### src/lsq_defs.svh
`ifndef LSQ_DEFS_SVH
`define LSQ_DEFS_SVH

// load/store queue entries
`define LSQ_DEPTH 16

// physical register tag width
`define PREG_W 6

// reorder buffer number width
`define ROB_W 6

// data memory word-address width, 2**DMEM_AW words
`define DMEM_AW 8

`endif

### src/rv32i_types.sv
package rv32i_types;

    // data or address word
    typedef logic [31:0] word_t;

    // major opcodes, instruction bits [6:0]
    typedef enum logic [6:0] {
        op_lui   = 7'b0110111,
        op_auipc = 7'b0010111,
        op_jal   = 7'b1101111,
        op_jalr  = 7'b1100111,
        op_br    = 7'b1100011,
        op_load  = 7'b0000011,  // only lw reaches the lsq
        op_store = 7'b0100011,  // only sw reaches the lsq
        op_imm   = 7'b0010011,
        op_reg   = 7'b0110011,
        op_fence = 7'b0001111,
        op_sys   = 7'b1110011
    } opcode_t;

endpackage : rv32i_types

### src/lsq_types.sv
`include "lsq_defs.svh"

package lsq_types;

    import rv32i_types::*;

    localparam int LSQ_IDX_W = $clog2(`LSQ_DEPTH);

    // queue slot number
    typedef logic [LSQ_IDX_W-1:0] lsq_idx_t;

    // one queue slot
    typedef struct packed {
        logic                   valid;
        logic                   addr_ready;     // agu has written addr/wdata
        logic                   committed;      // rob retired it, stores only
        logic                   is_store;
        word_t                  addr;
        word_t                  wdata;
        logic   [`PREG_W-1:0]   preg;
        logic   [`ROB_W-1:0]    rob;
    } lsq_entry_t;

    // request from queue head to data memory
    typedef struct packed {
        logic                   is_store;
        word_t                  addr;           // byte address
        word_t                  wdata;
        logic   [`PREG_W-1:0]   preg;           // load destination
    } mem_req_t;

endpackage : lsq_types

### src/lsq_if.sv
// address write path from agu into the queue
interface agu_wb_if
import rv32i_types::*, lsq_types::*;
();

    logic       wb_valid;   // one-cycle strobe
    lsq_idx_t   wb_idx;
    word_t      wb_addr;
    word_t      wb_wdata;
    lsq_idx_t   alloc_idx;  // slot the next enqueue takes

    modport agu (
        output wb_valid,
        output wb_idx,
        output wb_addr,
        output wb_wdata,
        input  alloc_idx
    );

    modport queue (
        input  wb_valid,
        input  wb_idx,
        input  wb_addr,
        input  wb_wdata,
        output alloc_idx
    );

endinterface : agu_wb_if

// head request to data memory, one outstanding at a time
interface mem_req_if
import lsq_types::*;
();

    logic       req_valid;  // one-cycle strobe
    mem_req_t   req;
    logic       done;       // cycle after the request

    modport queue (
        output req_valid,
        output req,
        input  done
    );

    modport mem (
        input  req_valid,
        input  req,
        output done
    );

endinterface : mem_req_if

### src/memory_queue.sv
`include "lsq_defs.svh"

module memory_queue
import rv32i_types::*, lsq_types::*;
(
    input   logic                   clk,
    input   logic                   rst,

    // dispatch
    input   logic                   enqueue_valid,
    input   opcode_t                opcode,
    input   logic   [`PREG_W-1:0]   preg_in,
    input   logic   [`ROB_W-1:0]    rob_in,

    // rob commit
    input   logic                   commit_valid,
    input   logic   [`ROB_W-1:0]    commit_rob,

    output  logic                   full,

    agu_wb_if.queue                 agu,
    mem_req_if.queue                mem
);

    localparam int IDX_W = $bits(lsq_idx_t);

    lsq_entry_t                 entries [`LSQ_DEPTH];
    logic   [IDX_W:0]           head;           // msb is the wrap bit
    logic   [IDX_W:0]           tail;
    lsq_idx_t                   head_idx;
    lsq_idx_t                   tail_idx;
    lsq_entry_t                 head_entry;
    lsq_entry_t                 new_entry;
    logic                       enq_accept;
    logic                       is_store_in;
    logic                       issue;
    logic                       retire;
    logic                       outstanding;    // head sent, waiting for done
    logic   [`LSQ_DEPTH-1:0]    commit_hit;
    logic   [`LSQ_DEPTH-1:0]    addr_hit;

    assign head_idx   = head[IDX_W-1:0];
    assign tail_idx   = tail[IDX_W-1:0];
    assign head_entry = entries[head_idx];

    // same slot, pointers one lap apart
    assign full       = (head_idx == tail_idx) && (head[IDX_W] != tail[IDX_W]);
    assign enq_accept = enqueue_valid && !full;     // enqueue into a full queue is lost

    assign agu.alloc_idx = tail_idx;

    assign is_store_in = (opcode == op_store);

    always_comb begin
        new_entry          = '0;
        new_entry.valid    = 1'b1;
        new_entry.is_store = is_store_in;
        new_entry.preg     = preg_in;
        new_entry.rob      = rob_in;
        // commit strobe in the dispatch cycle itself
        new_entry.committed = is_store_in && commit_valid && (commit_rob == rob_in);
    end

    always_comb begin
        for (int i = 0; i < `LSQ_DEPTH; i++) begin
            commit_hit[i] = commit_valid && entries[i].valid && entries[i].is_store
                            && (entries[i].rob == commit_rob);
            // only a slot still waiting for its address takes the write
            addr_hit[i] = agu.wb_valid && (agu.wb_idx == lsq_idx_t'(i))
                          && entries[i].valid && !entries[i].addr_ready;
        end
    end

    // head goes out once address known and, for a store, committed
    assign issue = head_entry.valid && head_entry.addr_ready
                   && (!head_entry.is_store || head_entry.committed)
                   && !outstanding;

    assign retire = mem.done;

    assign mem.req_valid = issue;
    assign mem.req = '{
        is_store: head_entry.is_store,
        addr:     head_entry.addr,
        wdata:    head_entry.wdata,
        preg:     head_entry.preg
    };

    always_ff @(posedge clk) begin
        if (rst) begin
            outstanding <= 1'b0;
        end else if (issue) begin
            outstanding <= 1'b1;
        end else if (retire) begin
            outstanding <= 1'b0;
        end
    end

    always_ff @(posedge clk) begin
        if (rst) begin
            head <= '0;
            tail <= '0;
        end else begin
            if (retire) begin
                head <= head + 1'b1;
            end
            if (enq_accept) begin
                tail <= tail + 1'b1;
            end
        end
    end

    // tail slot is never valid on an accepted enqueue, so no update collides with it
    always_ff @(posedge clk) begin
        for (int i = 0; i < `LSQ_DEPTH; i++) begin
            if (rst) begin
                entries[i].valid      <= 1'b0;
                entries[i].addr_ready <= 1'b0;
                entries[i].committed  <= 1'b0;
            end else if (enq_accept && (tail_idx == lsq_idx_t'(i))) begin
                entries[i] <= new_entry;
            end else begin
                if (addr_hit[i]) begin
                    entries[i].addr       <= agu.wb_addr;
                    entries[i].wdata      <= agu.wb_wdata;
                    entries[i].addr_ready <= 1'b1;
                end
                if (commit_hit[i]) begin
                    entries[i].committed <= 1'b1;
                end
                if (retire && (head_idx == lsq_idx_t'(i))) begin
                    entries[i].valid <= 1'b0;   // head access finished
                end
            end
        end
    end

endmodule : memory_queue

### src/flat_wrapper.sv
// flat-port wrapper written by rule: the top's interface ports become plain ports
module memory_queue_flat import rv32i_types::*, lsq_types::*;
  (clk, rst, enqueue_valid, opcode, preg_in, rob_in, commit_valid, commit_rob, full, agu_wb_valid, agu_wb_idx, agu_wb_addr, agu_wb_wdata, agu_alloc_idx, mem_req_valid, mem_req, mem_done);
  agu_wb_if agu_i ();
  mem_req_if mem_i ();
  input   logic clk;
  input   logic rst;
  input   logic enqueue_valid;
  input   opcode_t opcode;
  input   logic   [`PREG_W-1:0] preg_in;
  input   logic   [`ROB_W-1:0] rob_in;
  input   logic commit_valid;
  input   logic   [`ROB_W-1:0] commit_rob;
  output  logic full;
  input wire logic [$bits(agu_i.wb_valid)-1:0] agu_wb_valid;
  input wire logic [$bits(agu_i.wb_idx)-1:0] agu_wb_idx;
  input wire logic [$bits(agu_i.wb_addr)-1:0] agu_wb_addr;
  input wire logic [$bits(agu_i.wb_wdata)-1:0] agu_wb_wdata;
  output wire logic [$bits(agu_i.alloc_idx)-1:0] agu_alloc_idx;
  output wire logic [$bits(mem_i.req_valid)-1:0] mem_req_valid;
  output wire logic [$bits(mem_i.req)-1:0] mem_req;
  input wire logic [$bits(mem_i.done)-1:0] mem_done;
  assign agu_i.wb_valid = agu_wb_valid;
  assign agu_i.wb_idx = agu_wb_idx;
  assign agu_i.wb_addr = agu_wb_addr;
  assign agu_i.wb_wdata = agu_wb_wdata;
  assign agu_alloc_idx = agu_i.alloc_idx;
  assign mem_req_valid = mem_i.req_valid;
  assign mem_req = mem_i.req;
  assign mem_i.done = mem_done;
  memory_queue u_core (.clk(clk), .rst(rst), .enqueue_valid(enqueue_valid), .opcode(opcode), .preg_in(preg_in), .rob_in(rob_in), .commit_valid(commit_valid), .commit_rob(commit_rob), .full(full), .agu(agu_i), .mem(mem_i));
endmodule
### config.mk
export PLATFORM = sky130hd
export DESIGN_NAME = memory_queue_flat
export DESIGN_NICKNAME = d
export VERILOG_FILES = /design/src/rv32i_types.sv /design/src/lsq_types.sv /design/src/lsq_if.sv /design/src/memory_queue.sv /design/src/flat_wrapper.sv
export VERILOG_INCLUDE_DIRS = /design/src
export SDC_FILE = /design/constraint.sdc
export NUM_CORES = 2
export LEC_CHECK = 0
export BUFFER_PORTS_ARGS = -buffer_cell sky130_fd_sc_hd__buf_4
export CAP_MARGIN = 20
export CORE_ASPECT_RATIO = 0.8
export CORE_UTILIZATION = 50
export CTS_CLUSTER_DIAMETER = 150
export DETAILED_ROUTE_END_ITERATION = 8
export HOLD_SLACK_MARGIN = 0.12
export PLACE_DENSITY = 0.75
export SETUP_SLACK_MARGIN = 0.05
export SLEW_MARGIN = 40
export SYNTH_ARGS = -nofsm -noshare
export SYNTH_HDL_FRONTEND = slang
export SYNTH_SLANG_ARGS = --single-unit
### constraint.sdc
create_clock -name clk -period 7.1 [get_ports clk]
set_clock_uncertainty 0.05 [all_clocks]
set_input_delay 1.065 -clock clk [delete_from_list [all_inputs] [get_ports clk]]
set_output_delay 1.065 -clock clk [all_outputs]
set_load 0.02 [all_outputs]
==> flow_metrics.tcl <==
set metrics [dict create \
    status "finished with violations" \
    violations "design-rule violations" \
    placementRows 111 \
    r2r-start "u_core.tail[3]" \
    crit_family "buffers and inverters" \
    clk_latency_ns 0.76 \
    synth_fp_nets 3589 \
    syn_area_um2 58000 \
    cp_slowest_cell "dfxtp_4" \
    die_h_um 307 \
    ys_ff_latch 1295 \
    clkTransAtPathRegs_ns 0.06 \
    syn_to_final_growth_pct 12.0 \
    die_x_um 383 \
    min_from "u_core.tail[4]" \
    postCtsSetupBuffers 0 \
    synthArstFlopShare_pct 0 \
    min_path_type "flip-flop to flip-flop" \
    critPathKind "flip-flop to output pin" \
    dr.pass1.iters 8 \
    synth_edf_count 1280 \
    maxCapViolCount 0 \
    htreeDepth 4 \
    path_depth 5 \
    cpMostUsedCell "mux4_2" \
    hold_buffers 0 \
    yosys_warnings 0 \
    worstHoldPathCells 2 \
    required_ns 5.98 \
    yosysSeqAreaShare_pct 66.8 \
    layout-drive-gt1-share_pct 22.8 \
    tightest_slew_ns 0.905 \
    coreArea_um2 115000 \
    peakVddDrop_v 0.000225 \
    gp_congestion 0.894 \
    grt_pass1_vias 31500 \
    num-nets-final 3666 \
    relSlewSlack_pct 39.6 \
    rsz0062_at_grt "false" \
    end_kind "output pin" \
    critPathBufInv 3 \
    wl_um 142000 \
    crit_chain "buf_12 > buf_16 > mux4_2 > mux4_2 > buf_4" \
    grt_pass1_wl_um 211000 \
    dr.first_iter.drc_count 3906 \
    fin_crit_sh_pct 66.2 \
    power_leakage_nw 21.8 \
    antenna_found_initial 12 \
    dieArea_um2 117000 \
    grt_max_degree 76 \
    io_buffer_count 175 \
    num_io_pins 176 \
    synthCells 3482 \
    cts_buffer_depth 3 \
    grt-ovfl-total 0 \
    ys_types 56 \
    cts-buffers-inserted 132 \
    wl_per_cell_um 27.3 \
    setup-tns-final_ns 0 \
    cp-start-kind "flip-flop" \
    vias_per_cell 5.99 \
    critPathMaxFanout 75 \
    clock_sinks 1295 \
    ant_nets 0 \
    setup_violations 0 \
    cts_tree "done" \
    route.detailed.drc 9 \
    start_util_pct 50.5 \
    cts.repair.resized 0 \
    max_freq_mhz 213 \
    min_period_ns 4.70 \
    grt_usage_pct 24.5 \
    ys.flop_type "edfxtp_1" \
    hold_viol_final 0 \
    maxSlewViolCount 0 \
    reg2reg_depth 8 \
    cp_slowest_stage_delay_ns 0.69 \
    dp_hpwl_um 82100 \
    power_mw 16.2 \
    critical_path_arrival_ns 3.59 \
    place_worst_setup_slack_ns 2.33 \
    dr_total_vias 31100 \
    syn_area_per_cell_um2 16.7 \
    cts-root-buf "clkbuf_16" \
    postLayoutSetupSlackWorst_ns 2.40 \
    powerDensity_nw_per_um2 250 \
]
area by class of cell:
cell class,count,area [µm²]
tap,1525,1910
clock inverter,74,631
sequential,1295,38700
multi-input combinational,1867,18000
timing repair buffer,245,2120
antenna,5,12.5
fill,8573,49800
clock buffer,165,3490
inverter,18,72.6
Yosys cell counts (2+ instances only):
| library cell | number | area, µm² |
|---|---|---|
| edfxtp_1 | 1280 | 38400 |
| and2_1 | 1031 | 6450 |
| mux4_2 | 356 | 8020 |
| clkbuf_1 | 147 | 552 |
| nand2_1 | 76 | 285 |
| xnor2_1 | 69 | 604 |
| buf_2 | 54 | 270 |
| clkbuf_2 | 45 | 225 |
| xor2_1 | 45 | 394 |
| nor2_1 | 43 | 161 |
| nand3_1 | 31 | 155 |
| a21oi_1 | 27 | 135 |
| buf_6 | 27 | 304 |
| nand4b_1 | 19 | 166 |
| buf_1 | 18 | 67.6 |
| nand4_1 | 18 | 113 |
| inv_1 | 17 | 63.8 |
| a211oi_2 | 15 | 188 |
| dfxtp_1 | 15 | 300 |
| nor4_1 | 15 | 93.8 |
| nor3_1 | 14 | 70.1 |
| and3_1 | 11 | 68.8 |
| buf_4 | 11 | 82.6 |
| nand2b_1 | 10 | 62.6 |
| a21o_1 | 8 | 60.1 |
| ha_1 | 8 | 100 |
| or2_2 | 7 | 43.8 |
| mux2i_1 | 6 | 60.1 |
| o2111ai_1 | 6 | 52.6 |
| o21bai_1 | 6 | 45.0 |
| nor2b_1 | 5 | 31.3 |
| or3_1 | 5 | 31.3 |
| a31o_2 | 4 | 35.0 |
| o211ai_1 | 3 | 22.5 |
| o21ai_0 | 3 | 15.0 |
| or4_1 | 3 | 22.5 |
| a211o_1 | 2 | 17.5 |
| a21oi_4 | 2 | 32.5 |
| nor3_2 | 2 | 20.0 |
| nor3b_1 | 2 | 15.0 |
layout by cell type (no fill, tap or decap), drive strengths merged, types with 4 or more instances in the layout:
master / count
nor3: 16
nand3: 31
dfxtp: 15
o2111ai: 6
nand2b: 10
bufinv: 9
edfxtp: 1280
nor2b: 5
and2: 1031
nand4: 18
a21oi: 30
clkbuf: 165
a211oi: 17
mux2i: 6
nor2: 43
ha: 8
a31o: 4
nand4b: 19
a21o: 8
buf: 245
xnor2: 70
or3: 5
o21bai: 6
or2: 8
nor4: 15
xor2: 45
inv: 31
clkinv: 50
diode: 5
nand2: 76
mux4: 356
and3: 11
state kept, by name, summed over array words and instances, names as in the netlist, named ones only:
| signal | flops |
|---|---|
| u_core.outstanding | 1 |
| u_core.tail | 5 |
| u_core.entries | 1280 |
| u_core.head | 5 |
worst paths after layout:
| check | to | slack, ns |
|---|---|---|
| worst min-delay path | u_core.tail[4] | 0.50 |
| worst max register to register | u_core.entries[2][19] | 2.81 |
| worst min register to register | u_core.tail[4] | 0.50 |
| worst max-delay path | mem_req[21] | 2.40 |
cell families (layout without fill, tap and decap cells):
| logic type | after synthesis | after routing | share of synthesized area, % |
|---|---|---|---|
| XOR/XNOR | 115 | 115 | 1.75 |
| AO/OA/AOI/OAI | 86 | 86 | 1.22 |
| AND/OR/NAND/NOR | 1296 | 1296 | 13.5 |
| buffers and inverters | 320 | 502 | 2.70 |
| adder cells (fa/ha/maj) | 8 | 8 | 0.172 |
| multiplexers | 362 | 362 | 13.9 |
| flip-flops | 1295 | 1295 | 66.8 |
| other | 0 | 5 | 0 |
routing by layer:
layer	vias up	GRT usage [%]	wire length (µm)
li1	13200	-	-
met1	16100	34.7	57600
met2	1564	38.1	67200
met3	258	5.21	13200
met4	4	7.85	4070
met5	-	0	26
metrics by stage:
stage | util, % | hold WS [ns] | cell area, µm² | std cells
2_1_floorplan | - | 0.436 | 58000 | 3482
3_3_place_gp | 52.7 | 0.465 | 60500 | 4933
3_5_place_dp | 53.0 | 0.471 | 60900 | 4950
4_1_cts | 56.6 | 0.494 | 65000 | 5189
5_1_grt | 56.6 | 0.513 | 65000 | 5194
6_report | 56.6 | 0.496 | 65000 | 5194
tightest hold or removal path: cells and delay by family (launching register included):
kind	cells	cell delay, ns
xor+xnor	1	0.08
flops	1	0.36
simple gates	1	0.07
power breakdown:
group          total (mW)  switching (mW)  leakage (nW)  internal [mW]
combinational        1.08           0.630          7.55          0.445
sequential           8.43          0.0477          12.3           8.38
clock                6.74            2.91          2.01           3.83
total                16.2            3.59          21.8           12.7
No activity file was read; power rests on OpenSTA's default activity.
