==> config.mk <==
export PLATFORM = sky130hd
export DESIGN_NAME = agu_flat
export DESIGN_NICKNAME = d
export VERILOG_FILES = /design/src/rv32i_types.sv /design/src/lsq_types.sv /design/src/lsq_if.sv /design/src/agu.sv /design/src/flat_wrapper.sv
export VERILOG_INCLUDE_DIRS = /design/src
export SDC_FILE = /design/constraint.sdc
export NUM_CORES = 1
export LEC_CHECK = 0
export BUFFER_PORTS_ARGS = -buffer_cell sky130_fd_sc_hd__buf_2
export CORE_UTILIZATION = 41
export DETAILED_ROUTE_END_ITERATION = 7
export PLACE_DENSITY = 0.77
export SKIP_LAST_GASP = 1
export SYNTH_ARGS = -nofsm -noshare
export SYNTH_HDL_FRONTEND = slang
export SYNTH_SLANG_ARGS = --single-unit
==> constraint.sdc <==
create_clock -name clk -period 2.5 [get_ports clk]
set_input_delay 0.5 -clock clk [delete_from_list [all_inputs] [get_ports clk]]
set_output_delay 0.5 -clock clk [all_outputs]
set_load 0.01 [all_outputs]
==> src/lsq_defs.svh <==
`ifndef LSQ_DEFS_SVH
`define LSQ_DEFS_SVH

// load/store queue entries
`define LSQ_DEPTH 16

// physical register tag width
`define PREG_W 6

// reorder buffer number width
`define ROB_W 6

// data memory word-address width, 2**DMEM_AW words
`define DMEM_AW 8

`endif

==> src/rv32i_types.sv <==
package rv32i_types;

    // data or address word
    typedef logic [31:0] word_t;

    // major opcodes, instruction bits [6:0]
    typedef enum logic [6:0] {
        op_lui   = 7'b0110111,
        op_auipc = 7'b0010111,
        op_jal   = 7'b1101111,
        op_jalr  = 7'b1100111,
        op_br    = 7'b1100011,
        op_load  = 7'b0000011,  // only lw reaches the lsq
        op_store = 7'b0100011,  // only sw reaches the lsq
        op_imm   = 7'b0010011,
        op_reg   = 7'b0110011,
        op_fence = 7'b0001111,
        op_sys   = 7'b1110011
    } opcode_t;

endpackage : rv32i_types

==> src/lsq_types.sv <==
`include "lsq_defs.svh"

package lsq_types;

    import rv32i_types::*;

    localparam int LSQ_IDX_W = $clog2(`LSQ_DEPTH);

    // queue slot number
    typedef logic [LSQ_IDX_W-1:0] lsq_idx_t;

    // one queue slot
    typedef struct packed {
        logic                   valid;
        logic                   addr_ready;     // agu has written addr/wdata
        logic                   committed;      // rob retired it, stores only
        logic                   is_store;
        word_t                  addr;
        word_t                  wdata;
        logic   [`PREG_W-1:0]   preg;
        logic   [`ROB_W-1:0]    rob;
    } lsq_entry_t;

    // request from queue head to data memory
    typedef struct packed {
        logic                   is_store;
        word_t                  addr;           // byte address
        word_t                  wdata;
        logic   [`PREG_W-1:0]   preg;           // load destination
    } mem_req_t;

endpackage : lsq_types

==> src/lsq_if.sv <==
// address write path from agu into the queue
interface agu_wb_if
import rv32i_types::*, lsq_types::*;
();

    logic       wb_valid;   // one-cycle strobe
    lsq_idx_t   wb_idx;
    word_t      wb_addr;
    word_t      wb_wdata;
    lsq_idx_t   alloc_idx;  // slot the next enqueue takes

    modport agu (
        output wb_valid,
        output wb_idx,
        output wb_addr,
        output wb_wdata,
        input  alloc_idx
    );

    modport queue (
        input  wb_valid,
        input  wb_idx,
        input  wb_addr,
        input  wb_wdata,
        output alloc_idx
    );

endinterface : agu_wb_if


==> src/agu.sv <==
module agu
import rv32i_types::*, lsq_types::*;
(
    input   logic       clk,
    input   logic       rst,

    // dispatch
    input   logic       enqueue_valid,
    input   opcode_t    opcode,
    input   word_t      base,
    input   word_t      imm,
    input   word_t      store_data,

    // address write into the queue
    agu_wb_if.agu       wb
);

    logic           pend;       // captured dispatch waiting for its write
    lsq_idx_t       slot_q;
    word_t          base_q;
    logic   [11:0]  imm_q;      // I/S-type immediate field
    word_t          data_q;
    logic           store_q;
    word_t          imm_sext;

    always_ff @(posedge clk) begin
        if (rst) begin
            pend <= 1'b0;
        end else begin
            pend <= enqueue_valid;
        end
    end

    // operands ride along with the slot picked at enqueue
    always_ff @(posedge clk) begin
        if (enqueue_valid) begin
            slot_q  <= wb.alloc_idx;
            base_q  <= base;
            imm_q   <= imm[11:0];
            data_q  <= store_data;
            store_q <= (opcode == op_store);
        end
    end

    assign imm_sext = {{20{imm_q[11]}}, imm_q};

    // address add in the cycle after dispatch
    assign wb.wb_valid = pend;
    assign wb.wb_idx   = slot_q;
    assign wb.wb_addr  = base_q + imm_sext;
    assign wb.wb_wdata = store_q ? data_q : '0;  // loads carry no data

endmodule : agu

==> src/flat_wrapper.sv <==
// flat-port wrapper written by rule: the top's interface ports become plain ports
module agu_flat import rv32i_types::*, lsq_types::*;
  (clk, rst, enqueue_valid, opcode, base, imm, store_data, wb_wb_valid, wb_wb_idx, wb_wb_addr, wb_wb_wdata, wb_alloc_idx);
  agu_wb_if wb_i ();
  input   logic clk;
  input   logic rst;
  input   logic enqueue_valid;
  input   opcode_t opcode;
  input   word_t base;
  input   word_t imm;
  input   word_t store_data;
  output wire logic [$bits(wb_i.wb_valid)-1:0] wb_wb_valid;
  output wire logic [$bits(wb_i.wb_idx)-1:0] wb_wb_idx;
  output wire logic [$bits(wb_i.wb_addr)-1:0] wb_wb_addr;
  output wire logic [$bits(wb_i.wb_wdata)-1:0] wb_wb_wdata;
  input wire logic [$bits(wb_i.alloc_idx)-1:0] wb_alloc_idx;
  assign wb_wb_valid = wb_i.wb_valid;
  assign wb_wb_idx = wb_i.wb_idx;
  assign wb_wb_addr = wb_i.wb_addr;
  assign wb_wb_wdata = wb_i.wb_wdata;
  assign wb_i.alloc_idx = wb_alloc_idx;
  agu u_core (.clk(clk), .rst(rst), .enqueue_valid(enqueue_valid), .opcode(opcode), .base(base), .imm(imm), .store_data(store_data), .wb(wb_i));
endmodule
==> impl_metrics.csv, run 1 <==
group,metric,value,unit
outcome,status,"finished with violations",
outcome,violations,"setup timing",
synthesis,synth.largest_area_cell,"edfxtp_1",
sta,fmax,311,MHz
sta,whs,0.282,ns
critical_path,cp_max_fo,13,
synthesis,async_flop_share,0,%
floorplanning,die_x,107,um
synthesis,ys_seq_elements,82,
detailed_routing,route.detailed.drc,0,
synthesis,ys_warn_count,0,
sta,fin_crit_sh,129,%
hold_path,min-delay-path-class,"in2reg",
grt,first_global_vias,4116,
clocking,cts.sinks,82,
detailed_routing,dr.pass1.iters,4,
clocking,htreeDepth,3,
synthesis,synth_top_area_share,53.7,%
synthesis,syn_inst,377,
power_and_ir_drop,leakagePower,3.07,nW
place,place_worst_setup_slack,-0.469,ns
critical_path,cp.required,2.00,ns
sta,maxSlewViolCount,0,
run,drv_cap,0,
final_layout,drive_gt1_share,56.3,%
floorplanning,io_pins,179,
sta,relSlewSlack,55.0,%
floorplanning,start_util,42.0,%
grt,grt.total_usage,22.0,%
sta,max_slew.worst_pin.slew,0.675,ns
clocking,tritoncts,"built",
critical_path,criticalPathCategory,"reg2out",
power_and_ir_drop,power,4.63,mW
critical_path,endpoint,"wb_wb_addr[29]",
sta,rsz0062_at_grt,"true",
final_layout,syn2layout_area_growth,56.3,%
clocking,cts_buffers,9,
synthesis,synth_flop_cell,"edfxtp_1",
floorplanning,die_height,107,um
floorplanning,rows,38,
synthesis,synth-edff-count,81,
grt,grt_pass1_wl,19200,um
synthesis,synth_area,0.00453,mm2
synthesis,synth.distinct_cells,53,
clocking,clock_path_buffers,2,
grt,overflow,0,
synthesis,avgSynthCellArea,12.0,um2
place,dp_hpwl,9120,um
sta,worst_slack,-0.718,ns
clocking,path_clk_slew,0.08,ns
synthesis,synth.net_count,519,
place,io_buffers,158,
synthesis,synth_area_leaders,"edfxtp_1 54%, ha_1 8.6%, and2_1 4.7%",
detailed_routing,wire_per_inst,15.8,um
detailed_routing,drt_iter0_drc,140,
clocking,holdBufCountCts,0,
final_layout,instances_no_fill,788,
grt,antenna_found_initial,0,
sta,period_needed,3.22,ns
detailed_routing,drtAntennaViolNets,0,
grt,grt_max_degree,35,
clocking,cts-root-buf,"clkbuf_8",
detailed_routing,wl,12500,um
critical_path,timing.critical_path.from,"u_core.imm_q[11]",
final_layout,final_nets,785,
place,gp_congestion,0.843,
final_layout,diodes,0,
sta,hold_viol,0,
floorplanning,coreArea,0.0108,mm2
critical_path,cp.arrival,2.72,ns
power_and_ir_drop,p_per_area,654,mW/mm2
synthesis,synth.yosys.seq_area_share,54.2,%
floorplanning,dieArea,0.0115,mm2
critical_path,worst_setup_path_end_kind,"output pin",
power_and_ir_drop,ir_drop,0.490,mV
detailed_routing,vias,4002,
critical_path,cp-start-kind,"flip-flop",
place,dp.cells,758,
sta,setup_viol,27,
detailed_routing,routed_via_density,5.08,
worst min-delay path by stage:
stage	start	to	slack, ns	depth (start not counted)
finish	rst	u_core.wb.wb_valid	0.28	2
global placement	rst	u_core.wb.wb_valid	0.67	2
floorplan	rst	u_core.wb.wb_valid	0.57	1
detailed placement	rst	u_core.wb.wb_valid	0.67	2
CTS	rst	u_core.wb.wb_valid	0.26	2
global route	store_data[2]	u_core.data_q[2]	0.26	1
cells by family after synthesis:
| kind of cell | Yosys count | share of synthesized area, % |
|---|---|---|
| AND/OR/NAND/NOR | 115 | 13.7 |
| AO/OA/AOI/OAI | 97 | 15.4 |
| flip-flops | 82 | 54.2 |
| adder cells (fa/ha/maj) | 32 | 9.01 |
| XOR/XNOR | 29 | 5.61 |
| buffers and inverters | 22 | 2.16 |
critical path, cell delays in order (launching register included):
cell and delay (ns):
edfxtp_1 0.42, buf_12 0.19, ha_4 0.29, buf_4 0.11, nand4_2 0.16, buf_4 0.20
o22ai_2 0.16, o2111a_1 0.27, o221ai_1 0.13, nand3_1 0.15, xor2_2 0.13, buf_2 0.14
power by group:
group,switching (mW),internal [mW]
sequential,0.0459,1.63
clock,0.509,0.568
combinational,0.924,0.950
flip-flops by register name (all words and copies together) (netlist names):
| signal | flops |
|---|---|
| u_core.base_q | 32 |
| u_core.store_q | 1 |
| u_core.imm_q | 12 |
| u_core.data_q | 32 |
| u_core.wb.wb_idx | 4 |
| u_core.wb.wb_valid | 1 |
cells in the final DEF, fill, tap and decap left out, types with 10 or more instances in the layout:
cell type,synthesis,layout
buf_2,9,156
buf_4,1,100
nand3_1,10,10
buf_6,0,12
xor2_1,14,11
ha_1,31,17
xnor2_1,15,10
ha_4,0,12
nand2_1,26,25
edfxtp_1,81,81
and2_1,34,34
nor2_1,16,13
per-stage QoR:
stage | area (um2) | TNS [ns] | utilization [%]
after floorplan | 4610 | -2.50 | -
after global placement | 6230 | -6.27 | 57.7
after detailed placement | 6230 | -6.95 | 57.7
after CTS | 6800 | -15.94 | 63.0
after global routing | 7080 | -18.29 | 65.6
final | 7080 | -14.77 | 65.6
cells in the mapped netlist (all sizes together), types with 4 or more instances:
cell	n
o211ai	6
nand3	10
nor4	4
o22ai	4
o21ai	19
nand4	9
a211oi	6
ha	31
a21oi	22
o21bai	4
xnor2	15
and2	34
xor2	14
a31oi	4
nor2b	5
buf	10
clkbuf	5
nor3	4
nor2	16
o21a	9
inv	7
nand2	27
edfxtp	81
routing by layer:
metal	up-vias	wire [um]	global-route usage (%)
li1	1958	-	-
met1	1885	4860	25.3
met2	142	6450	38.9
met3	17	977	7.23
met4	0	190	5.97
met5	-	0	0
area by class of cell:
class | count | area, um2
clock buffers | 10 | 128
clock inverters | 6 | 91.3
fillers | 796 | 3710
inverters | 7 | 26.3
multi-input cells | 273 | 2500
flip-flops and latches | 82 | 2450
well taps | 140 | 175
repair buffers | 270 | 1710
repair_timing:
item | in CTS | in global routing
setup buffers | 16 | 7
endpoints found under the hold margin | 0 | 0
resized for setup | 52 | 46
pin swaps | 30 | 23
setup endpoints to repair | 27 | 28
Power figures use the tool's default switching activity.
==> run 2, diff against run 1 <==
--- a/config.mk
+++ b/config.mk
@@ -7,9 +7,9 @@
 export NUM_CORES = 1
 export LEC_CHECK = 0
 export BUFFER_PORTS_ARGS = -buffer_cell sky130_fd_sc_hd__buf_2
-export CORE_UTILIZATION = 41
+export CORE_UTILIZATION = 44
 export DETAILED_ROUTE_END_ITERATION = 7
-export PLACE_DENSITY = 0.77
+export PLACE_DENSITY = 0.81
 export SKIP_LAST_GASP = 1
 export SYNTH_ARGS = -nofsm -noshare
 export SYNTH_HDL_FRONTEND = slang
==> run 2 against run 1 <==
  * Sequential power barely moved
  * Final cell count increased by 0.63%
  * Cell area rose by 3.4%
  * Count of clock-buffer cells in the layout fell by 1
  * Largest cell class unchanged
  * Critical path depth down 1
  * Critical path type unchanged
  * Highest routed layer unchanged
  * Non-clock buffer count increased by 12
  * Clock power about the same
  * Core utilization rose by 8.6 points
  * The run still ends with setup timing left
  * Global-route usage increased by 1.9 points
==> impl_metrics.csv, run 2 (synthesis results as in run 1) <==
group,metric,value,unit
floorplanning,dieArea,0.0107,mm2
hold_path,min-delay-start,"rst",
sta,worst_slack,-0.738,ns
final_layout,syn2layout_area_growth,61.6,%
final_layout,layout_common_cells,"156 x buf_2, 100 x buf_4, 81 x edfxtp_1",
clocking,cts.sinks,82,
place,gp_congestion,0.881,
clocking,tritoncts,"built",
floorplanning,die_x,103,um
clocking,cts-root-buf,"clkbuf_8",
power_and_ir_drop,internal_power,3.15,mW
detailed_routing,routed_via_density,5.19,
final_layout,final_common_cell,"buf_2",
sta,maxSlewViolCount,0,
detailed_routing,dr.pass1.iters,4,
final_layout,fillers,660,
grt,overflow,0,
detailed_routing,route.detailed.drc,0,
floorplanning,start_util,45.9,%
clocking,clock_path_buffers,2,
sta,setup_viol,27,
sta,whs,0.272,ns
detailed_routing,vias,4116,
clocking,path_clk_slew,0.09,ns
power_and_ir_drop,power.share.clock,22.1,%
final_layout,design_area,0.00732,mm2
floorplanning,die_height,103,um
power_and_ir_drop,p_sw_share,33.4,%
sta,hold_viol,0,
power_and_ir_drop,p_seq_share,35.4,%
power_and_ir_drop,p_per_area,647,mW/mm2
critical_path,timing.critical_path.from,"u_core.imm_q[11]",
final_layout,final_nets,797,
hold_path,min-delay-path-class,"in2reg",
place,post_dp_cell_area,0.00623,mm2
critical_path,cp.required,2.00,ns
grt,first_global_vias,4050,
outcome,violations,"setup timing",
critical_path,criticalPathCategory,"reg2out",
grt,grt_pass1_wl,18900,um
detailed_routing,wl,12800,um
critical_path,cp_max_fo,6,
final_layout,diodes,0,
detailed_routing,drt_iter0_drc,192,
floorplanning,rows,36,
final_layout,fin_util,74.2,%
critical_path,worst_setup_path_end_kind,"output pin",
detailed_routing,drtAntennaViolNets,0,
critical_path,cp-start-kind,"flip-flop",
grt,grt_max_degree,40,
grt,grt.total_usage,23.9,%
place,place_worst_setup_slack,-0.420,ns
place,dp_hpwl,8870,um
power_and_ir_drop,comb_power_share,42.5,%
run,drv_cap,0,
power_and_ir_drop,leakagePower,3.14,nW
floorplanning,io_pins,179,
floorplanning,coreArea,0.00986,mm2
sta,max_slew.worst_pin.slew,0.686,ns
detailed_routing,wire_per_inst,16.2,um
clocking,cts_buffers,9,
critical_path,cp.arrival,2.74,ns
sta,period_needed,3.24,ns
final_layout,drive_gt1_share,59.2,%
sta,relSlewSlack,54.3,%
sta,fmax,309,MHz
clocking,htreeDepth,3,
place,io_buffers,158,
sta,rsz0062_at_grt,"true",
final_layout,top_regs,"u_core.base_q (32), u_core.data_q (32), u_core.imm_q (12)",
outcome,status,"finished with violations",
clocking,holdBufCountCts,0,
grt,antenna_found_initial,0,
power_and_ir_drop,ir_drop,0.529,mV
sta,fin_crit_sh,130,%
power_and_ir_drop,p_sw,1.58,mW
run 2: changes by cell type in the layout (fill, tap and decap cells not counted), sizes merged:
cell | previous run | this run
bufinv | 2 | 1
inv | 8 | 13
clkinv | 3 | 0
buf | 270 | 282
clkbuf | 10 | 9
run 2: cell type report:
| class | instances | area, um2 | area share (%) |
|---|---|---|---|
| multi-input combinational | 273 | 2620 | 35.8 |
| clock inverter | 7 | 90.1 | 1.23 |
| inverter | 7 | 26.3 | 0.359 |
| sequential | 82 | 2450 | 33.5 |
| tap | 133 | 166 | 2.27 |
| timing repair buffer | 282 | 1840 | 25.1 |
| clock buffer | 9 | 124 | 1.69 |
run 2: path summary, 6_finish.rpt:
kind	endpoint	cells after the start
setup / recovery	wb_wb_addr[27]	10
hold / removal	u_core.wb.wb_valid	2
run 2: power groups by stage:
stage	clock network, mW	registers [mW]	logic [mW]
2_1_floorplan	0	1.69	0.815
3_3_place_gp	0	1.69	1.52
3_5_place_dp	0	1.70	1.55
4_1_cts	1.09	1.68	1.80
5_1_grt	1.14	1.69	2.16
6_report	1.05	1.68	2.01
run 2: through the flow:
stage / std cells / total power [mW] / TNS [ns]
after floorplan: 377 / 2.51 / -2.50
after global placement: 752 / 3.21 / -6.16
after detailed placement: 752 / 3.25 / -6.57
after CTS: 784 / 4.56 / -14.73
after global routing: 793 / 4.99 / -17.81
final: 793 / 4.73 / -14.22
run 2: worst max-delay path: stages (launching register included):
cell	delay (ns)
edfxtp_1	0.43
buf_6	0.18
ha_4	0.17
buf_4	0.13
a21oi_2	0.24
o211ai_1	0.18
a221oi_2	0.35
nand3_1	0.18
a31oi_2	0.18
xnor2_1	0.15
buf_2	0.17
run 2: repair_timing:
| action | 4_1_cts | 5_1_grt |
|---|---|---|
| gates resized for setup | 78 | 50 |
| gates cloned | 1 | 0 |
| buffers inserted | 20 | 15 |
| pin swaps | 60 | 49 |
| endpoints found under the setup margin | 27 | 28 |
run 2: per-layer routing:
metal	share of wire, %	vias to the layer above	global-route usage, %
met3	6.7	19	7.66
met5	0	-	0
li1	-	1987	-
met1	39	1940	25.3
met4	1.9	0	6.07
met2	53	170	45.5
==> run 3, diff against run 2 <==
--- a/config.mk
+++ b/config.mk
@@ -6,7 +6,7 @@
 export SDC_FILE = /design/constraint.sdc
 export NUM_CORES = 1
 export LEC_CHECK = 0
-export BUFFER_PORTS_ARGS = -buffer_cell sky130_fd_sc_hd__buf_2
+export BUFFER_PORTS_ARGS = -buffer_cell sky130_fd_sc_hd__clkbuf_2
 export CORE_UTILIZATION = 44
 export DETAILED_ROUTE_END_ITERATION = 7
 export PLACE_DENSITY = 0.81
==> run 3 against run 2 <==
  * The run still ends with setup timing left
  * Power decreased by 5.6%
  * Critical path depth unchanged
  * Final cell count decreased by 2.4%
  * Critical path type unchanged
  * Largest cell class is now registers
==> impl_metrics.csv, run 3 (synthesis results as in run 1) <==
group,metric,value,unit
clocking,path_clk_slew,0.09,ns
floorplanning,rows,36,
clocking,cts_buffers,9,
final_layout,multiInputGateArea,0.00242,mm2
clocking,cts-root-buf,"clkbuf_8",
grt,met1_usage,24.6,%
outcome,status,"finished with violations",
critical_path,cp_max_fo,4,
detailed_routing,dr.pass1.iters,4,
sta,rsz0062_at_grt,"true",
critical_path,cp.required,2.00,ns
sta,fin_crit_sh,129,%
place,gp_congestion,0.906,
sta,tns,-14.63,ns
final_layout,final_nets,778,
power_and_ir_drop,p_seq_share,37.5,%
detailed_routing,wl,12100,um
clocking,tritoncts,"built",
clocking,cts.sinks,82,
grt,overflow,0,
final_layout,layout_common_cells,"140 x clkbuf_2, 95 x buf_4, 81 x edfxtp_1",
place,io_buffers,158,
critical_path,criticalPathCategory,"reg2out",
final_layout,syn2layout_area_growth,52.4,%
sta,max_slew.worst_pin.slew,0.687,ns
final_layout,regArea,0.00245,mm2
detailed_routing,wire_per_inst,15.6,um
place,post_dp_cell_area,0.00621,mm2
final_layout,diodes,0,
clocking,clock_path_buffers,2,
detailed_routing,route.detailed.drc,0,
detailed_routing,routed_via_density,5.17,
floorplanning,dieArea,0.0107,mm2
critical_path,cp-start-kind,"flip-flop",
floorplanning,start_util,45.9,%
critical_path,cp.arrival,2.72,ns
floorplanning,die_x,103,um
grt,grt_max_degree,56,
critical_path,worst_setup_path_end_kind,"output pin",
power_and_ir_drop,comb_power_share,39.7,%
grt,antenna_found_initial,0,
power_and_ir_drop,power.share.clock,22.8,%
power_and_ir_drop,internal_power,2.99,mW
grt,grt.total_usage,22.7,%
sta,fmax,310,MHz
sta,whs,0.270,ns
final_layout,top_regs,"u_core.base_q (32), u_core.data_q (32), u_core.imm_q (12)",
grt,first_global_vias,4041,
detailed_routing,vias,4004,
sta,period_needed,3.22,ns
final_layout,final_common_cell,"clkbuf_2",
power_and_ir_drop,ir_drop,0.461,mV
clocking,htreeDepth,3,
detailed_routing,drtAntennaViolNets,0,
place,dp.cells,750,
final_layout,drive_gt1_share,55.1,%
detailed_routing,drt_iter0_drc,119,
grt,grt_pass1_wl,18000,um
floorplanning,io_pins,179,
sta,setup_viol,28,
grt,grt.busiest_layer,"met2",
grt,grt_util_met3,6.99,%
sta,hold_viol,0,
power_and_ir_drop,p_per_area,648,mW/mm2
sta,relSlewSlack,54.2,%
floorplanning,die_height,103,um
power_and_ir_drop,leakagePower,3.00,nW
power_and_ir_drop,p_sw,1.48,mW
place,dp_hpwl,8850,um
place,place_worst_setup_slack,-0.445,ns
floorplanning,coreArea,0.00986,mm2
power_and_ir_drop,power,4.47,mW
final_layout,fin_util,70.0,%
final_layout,fillers,707,
power_and_ir_drop,p_sw_share,33.1,%
final_layout,design_area,0.00690,mm2
hold_path,min-delay-path-class,"in2reg",
sta,maxSlewViolCount,0,
grt,met2_usage,41.1,%
sta,worst_slack,-0.723,ns
outcome,violations,"setup timing",
final_layout,instances_no_fill,774,
run,drv_cap,0,
==> run 3: cell count changes in the layout (fill, tap and decap cells not counted), sizes merged <==
cell,before,now
buf,282,123
clkbuf,9,149
clkinv,0,2
inv,13,11
==> run 3: area by class of cell <==
type	instances	area share [%]
Timing Repair Buffer	263	23.6
Tap cell	133	2.41
Sequential cell	82	35.5
Clock inverter	7	1.18
Clock buffer	9	1.79
Inverter	7	0.381
Multi-Input combinational cell	273	35.1
==> run 3: power groups by stage <==
stage	Combinational, mW	Clock (mW)	Sequential (mW)
after floorplan	0.815	0	1.69
after global placement	1.52	0	1.69
after detailed placement	1.55	0	1.70
after CTS	1.66	1.05	1.67
after global routing	1.93	1.08	1.69
final	1.78	1.02	1.67
==> run 3: timing repair <==
| item | CTS | global route |
|---|---|---|
| setup endpoints to repair | 27 | 28 |
| resized for setup | 39 | 58 |
| buffers inserted | 4 | 5 |
| cloned | 1 | 0 |
| pin swaps | 25 | 24 |
| hold buffers | 0 | 0 |
==> run 3: metal layers <==
| layer | vias up | share of wire [%] |
|---|---|---|
| li1 | 1952 | - |
| met1 | 1883 | 40 |
| met3 | 19 | 6.5 |
| met2 | 150 | 51 |
| met5 | - | 0 |
| met4 | 0 | 1.9 |
==> run 3: worst max-delay path, stage by stage, from the launching register on <==
cell and delay [ns]:
edfxtp_1 0.38, ha_2 0.21, fa_2 0.39, a21oi_4 0.16, o221ai_2 0.13, a211oi_2 0.22, buf_4 0.17, o31ai_4 0.10
a221oi_2 0.31, xnor2_1 0.14, clkbuf_2 0.15
==> run 3: worst paths after layout <==
| kind | cells past startpoint | from | slack [ns] | to |
|---|---|---|---|---|
| worst max-delay path | 10 | u_core.base_q[0] | -0.72 | wb_wb_addr[30] |
| worst min-delay path | 2 | rst | 0.27 | u_core.wb.wb_valid |
